File: src/verilog/uart_cmd_pkg.sv
package uart_cmd_pkg;

  localparam int CLKS_PER_BIT      = 8;    // 434 for 50 MHz at 115200.
  localparam int GAP_BITS          = 2;
  localparam int FIFO_DEPTH        = 4;
  localparam int RESP_TIMEOUT_BITS = 64;

  // frame fields.
  localparam int DATA_BITS  = 8;
  localparam int CMD_BITS   = 16;
  localparam int FRAME_BITS = DATA_BITS + 3;  // start, parity and stop.
  localparam int DIR_BIT    = CMD_BITS - 1;

  localparam int RESP_TIMEOUT_CLKS = RESP_TIMEOUT_BITS * CLKS_PER_BIT;

  localparam int CLK_CNT_W     = $clog2(CLKS_PER_BIT);
  localparam int BIT_CNT_W     = $clog2(FRAME_BITS);
  localparam int FIFO_PTR_W    = $clog2(FIFO_DEPTH);
  localparam int FIFO_CNT_W    = $clog2(FIFO_DEPTH + 1);
  localparam int TIMEOUT_CNT_W = $clog2(RESP_TIMEOUT_CLKS);

  typedef logic [DATA_BITS-1:0]     byte_t;
  typedef logic [CMD_BITS-1:0]      cmd_t;
  typedef logic [CLK_CNT_W-1:0]     clk_cnt_t;
  typedef logic [BIT_CNT_W-1:0]     bit_cnt_t;
  typedef logic [FIFO_PTR_W-1:0]    fifo_ptr_t;
  typedef logic [FIFO_CNT_W-1:0]    fifo_cnt_t;
  typedef logic [TIMEOUT_CNT_W-1:0] timeout_cnt_t;

  // terminal counts.
  localparam clk_cnt_t     BIT_LAST      = clk_cnt_t'(CLKS_PER_BIT - 1);
  localparam clk_cnt_t     BIT_HALF      = clk_cnt_t'(CLKS_PER_BIT / 2 - 1);
  localparam bit_cnt_t     FRAME_LAST    = bit_cnt_t'(FRAME_BITS - 1);
  localparam bit_cnt_t     GAP_LAST      = bit_cnt_t'(GAP_BITS - 1);
  localparam fifo_ptr_t    FIFO_PTR_LAST = fifo_ptr_t'(FIFO_DEPTH - 1);
  localparam fifo_cnt_t    FIFO_FULL_CNT = fifo_cnt_t'(FIFO_DEPTH);
  localparam timeout_cnt_t TIMEOUT_LAST  = timeout_cnt_t'(RESP_TIMEOUT_CLKS - 1);

endpackage
File: src/verilog/byte_fifo_if.sv
interface byte_fifo_if;

  logic                push;
  uart_cmd_pkg::byte_t push_data;
  logic                full;
  logic                pop;
  uart_cmd_pkg::byte_t pop_data;  // head entry, valid while not empty.
  logic                empty;

  modport writer (
    output push,
    output push_data,
    input  full
  );

  modport reader (
    output pop,
    input  pop_data,
    input  empty
  );

  modport buffer (
    input  push,
    input  push_data,
    input  pop,
    output full,
    output pop_data,
    output empty
  );

endinterface

File: src/verilog/uart_cmd_bridge.sv
module uart_cmd_bridge (
  input  logic                clk,
  input  logic                rst_n,
  input  uart_cmd_pkg::cmd_t  cmd_in,
  input  logic                cmd_vld,
  output logic                cmd_rdy,
  input  logic                rx,
  output logic                tx,
  output uart_cmd_pkg::byte_t read_data,
  output logic                read_rdy,
  output logic                read_err
);

  logic                rx_done;
  uart_cmd_pkg::byte_t rx_data;
  logic                rx_err;

  byte_fifo_if fifo_if ();

  uart_cmd_sequencer uart_cmd_sequencer_i (
    .clk       (clk),
    .rst_n     (rst_n),
    .cmd_in    (cmd_in),
    .cmd_vld   (cmd_vld),
    .cmd_rdy   (cmd_rdy),
    .fifo      (fifo_if),
    .rx_done   (rx_done),
    .rx_data   (rx_data),
    .rx_err    (rx_err),
    .read_data (read_data),
    .read_rdy  (read_rdy),
    .read_err  (read_err)
  );

  // transmit bytes, sequencer to serializer.
  byte_fifo byte_fifo_i (
    .clk   (clk),
    .rst_n (rst_n),
    .fifo  (fifo_if)
  );

  uart_tx_serializer uart_tx_serializer_i (
    .clk   (clk),
    .rst_n (rst_n),
    .fifo  (fifo_if),
    .tx    (tx)
  );

  uart_rx_deserializer uart_rx_deserializer_i (
    .clk     (clk),
    .rst_n   (rst_n),
    .rx      (rx),
    .rx_done (rx_done),
    .rx_data (rx_data),
    .rx_err  (rx_err)
  );

endmodule

File: src/verilog/uart_rx_deserializer.sv
module uart_rx_deserializer (
  input  logic                clk,
  input  logic                rst_n,
  input  logic                rx,
  output logic                rx_done,
  output uart_cmd_pkg::byte_t rx_data,
  output logic                rx_err
);

  typedef enum logic [1:0] {
    RX_IDLE,
    RX_START,
    RX_BITS
  } rx_state_e;

  rx_state_e                           state;
  logic                                rx_meta;
  logic                                rx_s;
  logic                                rx_q;
  logic [uart_cmd_pkg::FRAME_BITS-2:0] shreg;  // data, parity, stop.
  logic [uart_cmd_pkg::FRAME_BITS-2:0] frame;
  uart_cmd_pkg::clk_cnt_t              clk_cnt;
  uart_cmd_pkg::bit_cnt_t              bit_cnt;
  logic                                last_bit;

  // shift register with the current sample already in.
  assign frame    = {rx_s, shreg[uart_cmd_pkg::FRAME_BITS-2:1]};
  assign last_bit = (bit_cnt == uart_cmd_pkg::FRAME_LAST - 1'b1);

  always_ff @(posedge clk or negedge rst_n)
  begin
    if (!rst_n)
    begin
      rx_meta <= 1'b1;
      rx_s    <= 1'b1;
      rx_q    <= 1'b1;
    end
    else
    begin
      rx_meta <= rx;
      rx_s    <= rx_meta;
      rx_q    <= rx_s;  // for edge detect.
    end
  end

  always_ff @(posedge clk)
  begin
    if (state == RX_BITS && clk_cnt == uart_cmd_pkg::BIT_LAST)
    begin
      shreg <= frame;
      if (last_bit)
      begin
        rx_data <= frame[uart_cmd_pkg::DATA_BITS-1:0];
        // odd parity over data and parity, plus stop must be high.
        rx_err  <= ~(^frame[uart_cmd_pkg::DATA_BITS:0]) || !frame[uart_cmd_pkg::DATA_BITS+1];
      end
    end
  end

  always_ff @(posedge clk or negedge rst_n)
  begin
    if (!rst_n)
    begin
      state   <= RX_IDLE;
      clk_cnt <= '0;
      bit_cnt <= '0;
      rx_done <= 1'b0;
    end
    else
    begin
      rx_done <= 1'b0;
      case (state)
        RX_IDLE:
          if (rx_q && !rx_s)
          begin
            clk_cnt <= '0;
            state   <= RX_START;
          end
        RX_START:
        begin
          clk_cnt <= clk_cnt + 1'b1;
          if (clk_cnt == uart_cmd_pkg::BIT_HALF)
          begin
            clk_cnt <= '0;
            bit_cnt <= '0;
            state   <= rx_s ? RX_IDLE : RX_BITS;  // high here is a glitch.
          end
        end
        RX_BITS:
        begin
          clk_cnt <= clk_cnt + 1'b1;
          if (clk_cnt == uart_cmd_pkg::BIT_LAST)
          begin
            clk_cnt <= '0;
            bit_cnt <= bit_cnt + 1'b1;
            if (last_bit)
            begin
              bit_cnt <= '0;
              rx_done <= 1'b1;
              state   <= RX_IDLE;
            end
          end
        end
        default:
          state <= RX_IDLE;
      endcase
    end
  end

endmodule

File: src/verilog/uart_tx_serializer.sv
module uart_tx_serializer (
  input  logic        clk,
  input  logic        rst_n,
  byte_fifo_if.reader fifo,
  output logic        tx
);

  typedef enum logic [1:0] {
    TX_IDLE,
    TX_FRAME,
    TX_GAP
  } tx_state_e;

  tx_state_e                         state;
  logic [uart_cmd_pkg::FRAME_BITS-1:0] shreg;
  uart_cmd_pkg::clk_cnt_t            clk_cnt;
  uart_cmd_pkg::bit_cnt_t            bit_cnt;
  logic                              bit_end;

  assign fifo.pop = (state == TX_IDLE) && !fifo.empty;
  assign bit_end  = (clk_cnt == uart_cmd_pkg::BIT_LAST);
  assign tx       = shreg[0];  // ones fill behind the stop bit.

  always_ff @(posedge clk or negedge rst_n)
  begin
    if (!rst_n)
    begin
      state   <= TX_IDLE;
      shreg   <= '1;
      clk_cnt <= '0;
      bit_cnt <= '0;
    end
    else
    begin
      case (state)
        TX_IDLE:
          if (fifo.pop)
          begin
            // stop, odd parity, data, start.
            shreg   <= {1'b1, ~^fifo.pop_data, fifo.pop_data, 1'b0};
            clk_cnt <= '0;
            bit_cnt <= '0;
            state   <= TX_FRAME;
          end
        TX_FRAME:
        begin
          clk_cnt <= clk_cnt + 1'b1;
          if (bit_end)
          begin
            clk_cnt <= '0;
            shreg   <= {1'b1, shreg[uart_cmd_pkg::FRAME_BITS-1:1]};
            bit_cnt <= bit_cnt + 1'b1;
            if (bit_cnt == uart_cmd_pkg::FRAME_LAST)
            begin
              bit_cnt <= '0;
              state   <= TX_GAP;
            end
          end
        end
        TX_GAP:
        begin
          clk_cnt <= clk_cnt + 1'b1;
          if (bit_end)
          begin
            clk_cnt <= '0;
            bit_cnt <= bit_cnt + 1'b1;
            if (bit_cnt == uart_cmd_pkg::GAP_LAST)
            begin
              bit_cnt <= '0;
              state   <= TX_IDLE;
            end
          end
        end
        default:
          state <= TX_IDLE;
      endcase
    end
  end

endmodule

File: src/verilog/byte_fifo.sv
module byte_fifo (
  input logic         clk,
  input logic         rst_n,
  byte_fifo_if.buffer fifo
);

  uart_cmd_pkg::byte_t     mem [uart_cmd_pkg::FIFO_DEPTH];
  uart_cmd_pkg::fifo_ptr_t wr_ptr;
  uart_cmd_pkg::fifo_ptr_t rd_ptr;
  uart_cmd_pkg::fifo_cnt_t count;
  logic                    do_push;
  logic                    do_pop;

  assign fifo.full     = (count == uart_cmd_pkg::FIFO_FULL_CNT);
  assign fifo.empty    = (count == '0);
  assign fifo.pop_data = mem[rd_ptr];

  assign do_push = fifo.push && !fifo.full;
  assign do_pop  = fifo.pop && !fifo.empty;

  always_ff @(posedge clk)
  begin
    if (do_push)
    begin
      mem[wr_ptr] <= fifo.push_data;
    end
  end

  always_ff @(posedge clk or negedge rst_n)
  begin
    if (!rst_n)
    begin
      wr_ptr <= '0;
      rd_ptr <= '0;
      count  <= '0;
    end
    else
    begin
      if (do_push)
      begin
        wr_ptr <= (wr_ptr == uart_cmd_pkg::FIFO_PTR_LAST) ? '0 : wr_ptr + 1'b1;
      end
      if (do_pop)
      begin
        rd_ptr <= (rd_ptr == uart_cmd_pkg::FIFO_PTR_LAST) ? '0 : rd_ptr + 1'b1;
      end
      // both at once leaves the count alone.
      case ({do_push, do_pop})
        2'b10:   count <= count + 1'b1;
        2'b01:   count <= count - 1'b1;
        default: count <= count;
      endcase
    end
  end

endmodule

File: src/verilog/uart_cmd_sequencer.sv
module uart_cmd_sequencer (
  input  logic                clk,
  input  logic                rst_n,
  input  uart_cmd_pkg::cmd_t  cmd_in,
  input  logic                cmd_vld,
  output logic                cmd_rdy,
  byte_fifo_if.writer         fifo,
  input  logic                rx_done,
  input  uart_cmd_pkg::byte_t rx_data,
  input  logic                rx_err,
  output uart_cmd_pkg::byte_t read_data,
  output logic                read_rdy,
  output logic                read_err
);

  typedef enum logic [2:0] {
    SEQ_IDLE,
    SEQ_PUSH_HI,
    SEQ_PUSH_LO,
    SEQ_AWAIT,
    SEQ_REPORT
  } seq_state_e;

  seq_state_e                 state;
  uart_cmd_pkg::cmd_t         cmd_q;
  uart_cmd_pkg::timeout_cnt_t tmo_cnt;
  logic                       err_q;

  assign cmd_rdy  = (state == SEQ_IDLE);
  assign read_rdy = (state == SEQ_REPORT);
  assign read_err = read_rdy && err_q;

  always_comb
  begin
    fifo.push = (state == SEQ_PUSH_HI) || (state == SEQ_PUSH_LO);
    if (state == SEQ_PUSH_HI)
    begin
      fifo.push_data = cmd_q[uart_cmd_pkg::CMD_BITS-1 -: uart_cmd_pkg::DATA_BITS];
    end
    else
    begin
      fifo.push_data = cmd_q[uart_cmd_pkg::DATA_BITS-1:0];
    end
  end

  // command register, loaded on acceptance.
  always_ff @(posedge clk)
  begin
    if (cmd_vld && cmd_rdy)
    begin
      cmd_q <= cmd_in;
    end
  end

  always_ff @(posedge clk or negedge rst_n)
  begin
    if (!rst_n)
    begin
      state     <= SEQ_IDLE;
      tmo_cnt   <= '0;
      err_q     <= 1'b0;
      read_data <= '0;
    end
    else
    begin
      case (state)
        SEQ_IDLE:
          if (cmd_vld)
          begin
            state <= SEQ_PUSH_HI;
          end
        SEQ_PUSH_HI:
          if (!fifo.full)
          begin
            tmo_cnt <= '0;  // timeout runs from the read push.
            state   <= cmd_q[uart_cmd_pkg::DIR_BIT] ? SEQ_PUSH_LO : SEQ_AWAIT;
          end
        SEQ_PUSH_LO:
          if (!fifo.full)
          begin
            state <= SEQ_IDLE;
          end
        SEQ_AWAIT:
        begin
          tmo_cnt <= tmo_cnt + 1'b1;
          if (rx_done)
          begin
            read_data <= rx_data;
            err_q     <= rx_err;
            state     <= SEQ_REPORT;
          end
          else if (tmo_cnt == uart_cmd_pkg::TIMEOUT_LAST)
          begin
            read_data <= '0;  // no response.
            err_q     <= 1'b1;
            state     <= SEQ_REPORT;
          end
        end
        SEQ_REPORT:
          state <= SEQ_IDLE;
        default:
          state <= SEQ_IDLE;
      endcase
    end
  end

endmodule

File: config.mk
export PLATFORM = sky130hd
export DESIGN_NAME = uart_cmd_bridge
export DESIGN_NICKNAME = d
export VERILOG_FILES = /design/src/verilog/uart_cmd_pkg.sv /design/src/verilog/byte_fifo_if.sv /design/src/verilog/uart_cmd_bridge.sv /design/src/verilog/uart_rx_deserializer.sv /design/src/verilog/uart_tx_serializer.sv /design/src/verilog/byte_fifo.sv /design/src/verilog/uart_cmd_sequencer.sv
export SDC_FILE = /design/constraint.sdc
export NUM_CORES = 1
export LEC_CHECK = 0
export BUFFER_PORTS_ARGS = -buffer_cell sky130_fd_sc_hd__buf_4
export CAP_MARGIN = 20
export CORE_ASPECT_RATIO = 0.8
export CORE_MARGIN = 1
export CORE_UTILIZATION = 55
export CTS_CLUSTER_SIZE = 20
export DETAILED_ROUTE_END_ITERATION = 12
export PLACE_DENSITY = 0.73
export SETUP_SLACK_MARGIN = 0.1
export SLEW_MARGIN = 10
export SYNTH_ARGS = -nofsm -noshare
export SYNTH_HDL_FRONTEND = slang
export SYNTH_SLANG_ARGS = --single-unit
export TNS_END_PERCENT = 20
File: constraint.sdc
create_clock -name clk -period 3.45 [get_ports clk]
set_input_delay 0.5175 -clock clk [delete_from_list [all_inputs] [get_ports clk]]
set_output_delay 0.5175 -clock clk [all_outputs]
set_load 0.02 [all_outputs]
Word-level counts from Yosys, hierarchy flattened:

Memories as Yosys holds them, arrays and structs flattened.
Cells that the tools add are included.

* memories: 1
* memory bits (writable): 32
* bits in registers: 96
* logic and storage cells: 158

* equality and inequality tests: 33
* bitwise operators: 1
* reduce and logical (&&, ||, !) cells: 38
* add/subtract/negate cells: 9
* muxes and demuxes: 54

Memory list
* byte_fifo_i.mem: depth 4, width 8, rd ports 1, clocked after memory_dff 0, wr ports 1, line byte_fifo.sv:7 `uart_cmd_pkg::byte_t mem [uart_cmd_pkg::FIFO_DEPTH];`

Operators by type and width (count)
* 4-bit 2-to-1 mux: 8
* 3-bit 2-to-1 mux: 10
* 2-bit 2-to-1 mux: 12
* 8-bit 2-to-1 mux: 3
* 11-bit 2-to-1 mux: 2
* 11-bit one-hot mux with 2 select lines: 1
* 9-bit one-hot mux with 2 select lines: 1
* 2-bit by 1-bit != test with 1-bit output, second input constant: 7
* 3-bit == test, second input constant: 4
* 2-bit one-hot mux with 3 select lines: 2
* 3-bit one-hot mux with 2 select lines: 2
* 3-bit one-hot mux with 4 select lines: 1
* 4-bit one-hot mux with 3 select lines: 1
* 4-bit AND reduction: 3
* 2-bit nonzero test: 6
* 2-bit == test, second input constant: 5
* 2-bit != test, second input constant: 5
* 2-bit AND reduction: 5
* 3-bit by 1-bit adder with 3-bit output, second input constant: 3
* 9-bit by 1-bit adder with 9-bit output, second input constant: 1
* 3-bit by 2-bit == test with 1-bit output, second input constant: 3
* 9-bit == test, second input constant: 1
* 9-bit 2-to-1 mux: 1
* 3-bit one-hot mux with 3 select lines: 1
* other kinds (22): 47

Depth between registers and ports, before layout:

* depth after elaboration: 6
* gate-level depth with buffers: 10

Hierarchy:

From an unflattened synthesis, not the netlist that was laid out.

* cells, all modules: 408
* area, all modules: 5734.2 sq um

By module, submodules not included
* byte_fifo: instances 1, area each 1636.6 sq um, seq. area each 1136.1 sq um, cells an instance 82
* uart_cmd_sequencer: instances 1, area each 1602.8 sq um, seq. area each 1006.0 sq um, cells an instance 115
* uart_rx_deserializer: instances 1, area each 1336.3 sq um, seq. area each 869.6 sq um, cells an instance 94
* uart_tx_serializer: instances 1, area each 1158.6 sq um, seq. area each 488.0 sq um, cells an instance 117

Worst setup path after synthesis:

Ideal clock, no wire load.

* path kind: reg-to-reg
* start: register byte_fifo_i.count[0]
* end: register byte_fifo_i.count[1]
* buffers on the path: 0
* slack: 1.436 ns
* period minus slack after synthesis: 2.014 ns
* stages on the path, launching flop included: 9
* data arrival time: 1.931 ns
* required time: 3.367 ns
* setup time: 0.083 ns
* path through: dfrtp_1 -> nor2_1 -> and2_1 -> nor3_1 -> inv_1 -> ha_1 -> inv_1 -> fa_1 -> o21ai_0

* longest elaborated chain between the ends: 6
* elaborated cells between the ends (all ways): 13
* those cells by class: add/sub (2); eq/ne (3); mux (1); reduce/logical (7)

Ends and longest elaborated chain
* from (decl): line byte_fifo.sv:10 `uart_cmd_pkg::fifo_cnt_t count;`
* from (signal assigned): line byte_fifo.sv:49 `2'b10: count <= count + 1'b1;`
* from (signal assigned): line byte_fifo.sv:50 `2'b01: count <= count - 1'b1;`
* from (signal assigned): line byte_fifo.sv:51 `default: count <= count;`
* 3-bit logical NOT: line byte_fifo.sv:15 `assign fifo.empty = (count == '0);`
* 1-bit logical NOT: line uart_tx_serializer.sv:20, byte_fifo.sv:19
* 1-bit logical AND: line uart_tx_serializer.sv:20 `assign fifo.pop = (state == TX_IDLE) && !fifo.empty;`
* 1-bit logical AND: line byte_fifo.sv:19 `assign do_pop = fifo.pop && !fifo.empty;`
* 2-bit by 1-bit == test with 1-bit output or 2-bit == test (tied branches): line byte_fifo.sv:48 `case ({do_push, do_pop})`
* 3-bit one-hot mux with 2 select lines or 2-bit nonzero test (tied branches)

Parallel ways exist; a longest one is shown, timed or not.
A chain may end at the register's enable or synchronous reset.

Worst setup path after layout:

* start: register byte_fifo_i.count[0]
* end: register byte_fifo_i.count[2]

The elaborated chain is that of the path after synthesis.

==> out/metrics.cfg <==
[run_status]
status=finished, final reports clean

[floorplan]
dieWidth_um=114
core_area_um2=9730
die_h_um=91.9
floorplan.initialDensity_pct=57.1
fp-row-count=32
dieArea_um2=10500
ioPinCount=32

[final_layout]
layout_commonest_cell=edfxtp_1
final_cell_mix=66 x edfxtp_1, 47 x dfrtp_1, 33 x buf_4, 27 x inv_1, 27 x nand2_1
final_layout_size_suffix_gt1_share_pct=22.2
diodes=0
instances_no_fill=599
area_delta_synth_final_pct=17.0
final_nets=495
utilization_pct=66.8
final_area_um2=6500

[run]
maxCapViolations=0

[detailed_routing]
vias_per_cell=5.43
drc=0
antenna_left=0
vias=3254
wl_per_cell_um=16.0
wirelength_um=9560
drtPass1Iterations=4
initialDrtViolationCount=194

[critical_path]
path_cells=nor2_1, and2_1, nor3_1, inv_1, ha_1, inv_1, fa_1, xor2_1, nor2_1, xor2_1
worstSetupStartpointType=register
slowest_delay_ns=0.60
worstSetupEndpoint=byte_fifo_i.count[2]
r2r_setup_slack_ns=1.01
crit_fanout=9
r2r-end=byte_fifo_i.count[2]
crit_start=byte_fifo_i.count[0]
critical_path_arrival_ns=2.73
crit_path_end_kind=register
ff2ff_path_depth=10
worstReg2RegStart=byte_fifo_i.count[0]
crit_type=register to register
critPathRequiredTime_ns=3.74
crit_slowest_cell=nor3_1

[clocking]
postCtsHoldBufs=0
cts_made_buffers=17
path_clk_slew_ns=0.06
cts_resized=0
clock_latency_ns=0.41
cts.sinks=126
cts_tree=yes
h-tree-depth=4
cts_setup_buffers=0
cts_buffer_depth=2
root_buffer=clkbuf_16

[sta]
slew_headroom_pct=47.2
max_freq_ghz=0.410
finalHoldViolations=0
layout_min_cycle_time_ns=2.44
rsz0062_at_grt=no
skew_ns=0.00739
maxSlewViolCount=0
setup_viol=0
tns_ns=0
post-route-period-util_pct=70.8
worst_pin_slew_ns=0.789

[grt]
grt_max_degree=61
grt_first_pass_wirelength_um=16100
grt_pass1_vias=3279
grt_overflow=0
antenna_found_initial=0
grtUsageTotal_pct=20.7

[power_and_ir_drop]
peakVddDrop_mv=0.518
power.leakage_nw=2.64
pwr_density_cell_nw_per_um2=937

[min_path]
hp-class=input port to asynchronous set/reset pin

[logic_synthesis]
seq_area_frac_synth_pct=63.0
synth_edf_count=66
netlist_instances=414
synth.distinct_cells=49
synth_warnings=0
synth_ff_type=edfxtp_1
netlist_area_um2=5560
async_flop_share_pct=47.6
syn_avg_cell_area_um2=13.4
ys_ff_latch=126
synth.net_count=459

[placement]
gp_congestion=0.768
portBuffers=31
dpl_cell_area_um2=5890
dp_hpwl_um=6130
place_inst=567

-- worst min path at each step --
stage / from / to / slack (ns) / depth (start not counted)
after floorplan: rst_n / byte_fifo_i.count[0] / 0.22 / 0
after global placement: uart_rx_deserializer_i.rx_meta / uart_rx_deserializer_i.rx_s / 0.35 / 0
after detailed placement: uart_rx_deserializer_i.rx_meta / uart_rx_deserializer_i.rx_s / 0.35 / 0
after CTS: rst_n / uart_tx_serializer_i.state[0] / 0.20 / 1
after global routing: rx / uart_rx_deserializer_i.rx_meta / 0.20 / 1
final: rst_n / uart_tx_serializer_i.bit_cnt[0] / 0.17 / 1
-- cell type report --
type,count,area (µm²)
clock inverter,15,184
tap,136,170
clock buffer,17,425
timing repair buffer,33,248
inverter,27,101
fill,692,3230
sequential,126,3500
multi-input combinational,245,1870
-- synth_stat cells, drive strengths merged, types with 3 or more instances --
cell / count / share of area (%)
nand3: 12 / 1.1
mux2i: 12 / 2.2
a32o: 3 / 0.54
and3: 4 / 0.45
xor2: 4 / 0.63
o31ai: 5 / 0.68
xnor2: 16 / 2.5
mux2: 12 / 2.6
ha: 24 / 5.4
a22o: 9 / 1.4
and2: 10 / 1.1
dfrtp: 47 / 21
buf: 10 / 1.1
edfxtp: 66 / 36
mux4: 8 / 3.2
o22ai: 3 / 0.34
clkbuf: 6 / 0.43
o21ai: 21 / 1.9
a21oi: 16 / 1.4
nor2: 26 / 1.8
nand2: 27 / 1.8
nand2b: 4 / 0.59
inv: 27 / 1.8
dfstp: 13 / 6.1
nor3: 5 / 0.54
-- metal layers --
layer / track usage (%) / share of wire [%] / vias to the layer above
li1: - / - / 1562
met1: 29.3 / 49 / 1622
met2: 30.5 / 46 / 58
met3: 6.35 / 3.7 / 12
met4: 7.47 / 1.4 / 0
met5: 0 / 0 / -
-- registers in the layout (all words and copies together), names as in the netlist, 2 cells and up --
| signal | count |
|---|---|
| uart_rx_deserializer_i.state | 2 |
| uart_cmd_sequencer_i.tmo_cnt | 9 |
| uart_tx_serializer_i.clk_cnt | 3 |
| uart_rx_deserializer_i.bit_cnt | 4 |
| uart_rx_deserializer_i.clk_cnt | 3 |
| uart_rx_deserializer_i.shreg | 9 |
| uart_cmd_sequencer_i.state | 3 |
| uart_cmd_sequencer_i.read_data | 8 |
| uart_tx_serializer_i.state | 2 |
| byte_fifo_i.wr_ptr | 2 |
| uart_tx_serializer_i.shreg | 10 |
| byte_fifo_i.mem | 32 |
| uart_rx_deserializer_i.rx_data | 8 |
| uart_tx_serializer_i.bit_cnt | 4 |
| byte_fifo_i.count | 3 |
| byte_fifo_i.rd_ptr | 2 |
| uart_cmd_sequencer_i.cmd_q | 16 |
-- worst max-delay path, delay by kind of cell (launching register included) --
| kind | cells | cell delay [ns] |
|---|---|---|
| simple gates | 4 | 0.95 |
| flops | 1 | 0.44 |
| fa+ha+maj | 2 | 0.43 |
| xor+xnor | 2 | 0.33 |
| buf+inv | 2 | 0.18 |
-- stage by stage --
| step | power [mW] | worst slack, ns | hold WS, ns |
|---|---|---|---|
| after floorplan | 3.86 | 1.44 | 0.222 |
| after global placement | 4.16 | 1.22 | 0.348 |
| after detailed placement | 4.25 | 1.08 | 0.349 |
| after CTS | 6.13 | 1.02 | 0.195 |
| after global routing | 6.48 | 0.784 | 0.195 |
| final | 6.09 | 1.01 | 0.169 |
-- power breakdown --
part           internal (mW)  leakage, nW  switching, mW
Combinational          0.881        0.984           1.06
Clock                   1.15        0.291          0.679
Sequential              2.06         1.37          0.258
Total                   4.09         2.64           2.00
-- cells by family after synthesis --
| logic type | share of synthesized area (%) |
|---|---|
| flip-flops | 63.0 |
| AND/OR/NAND/NOR | 8.73 |
| AO/OA/AOI/OAI | 8.08 |
| buffers and inverters | 3.33 |
| multiplexers | 7.97 |
| adder cells (fa/ha/maj) | 5.76 |
| XOR/XNOR | 3.15 |
(Power assumes the default switching activity.)
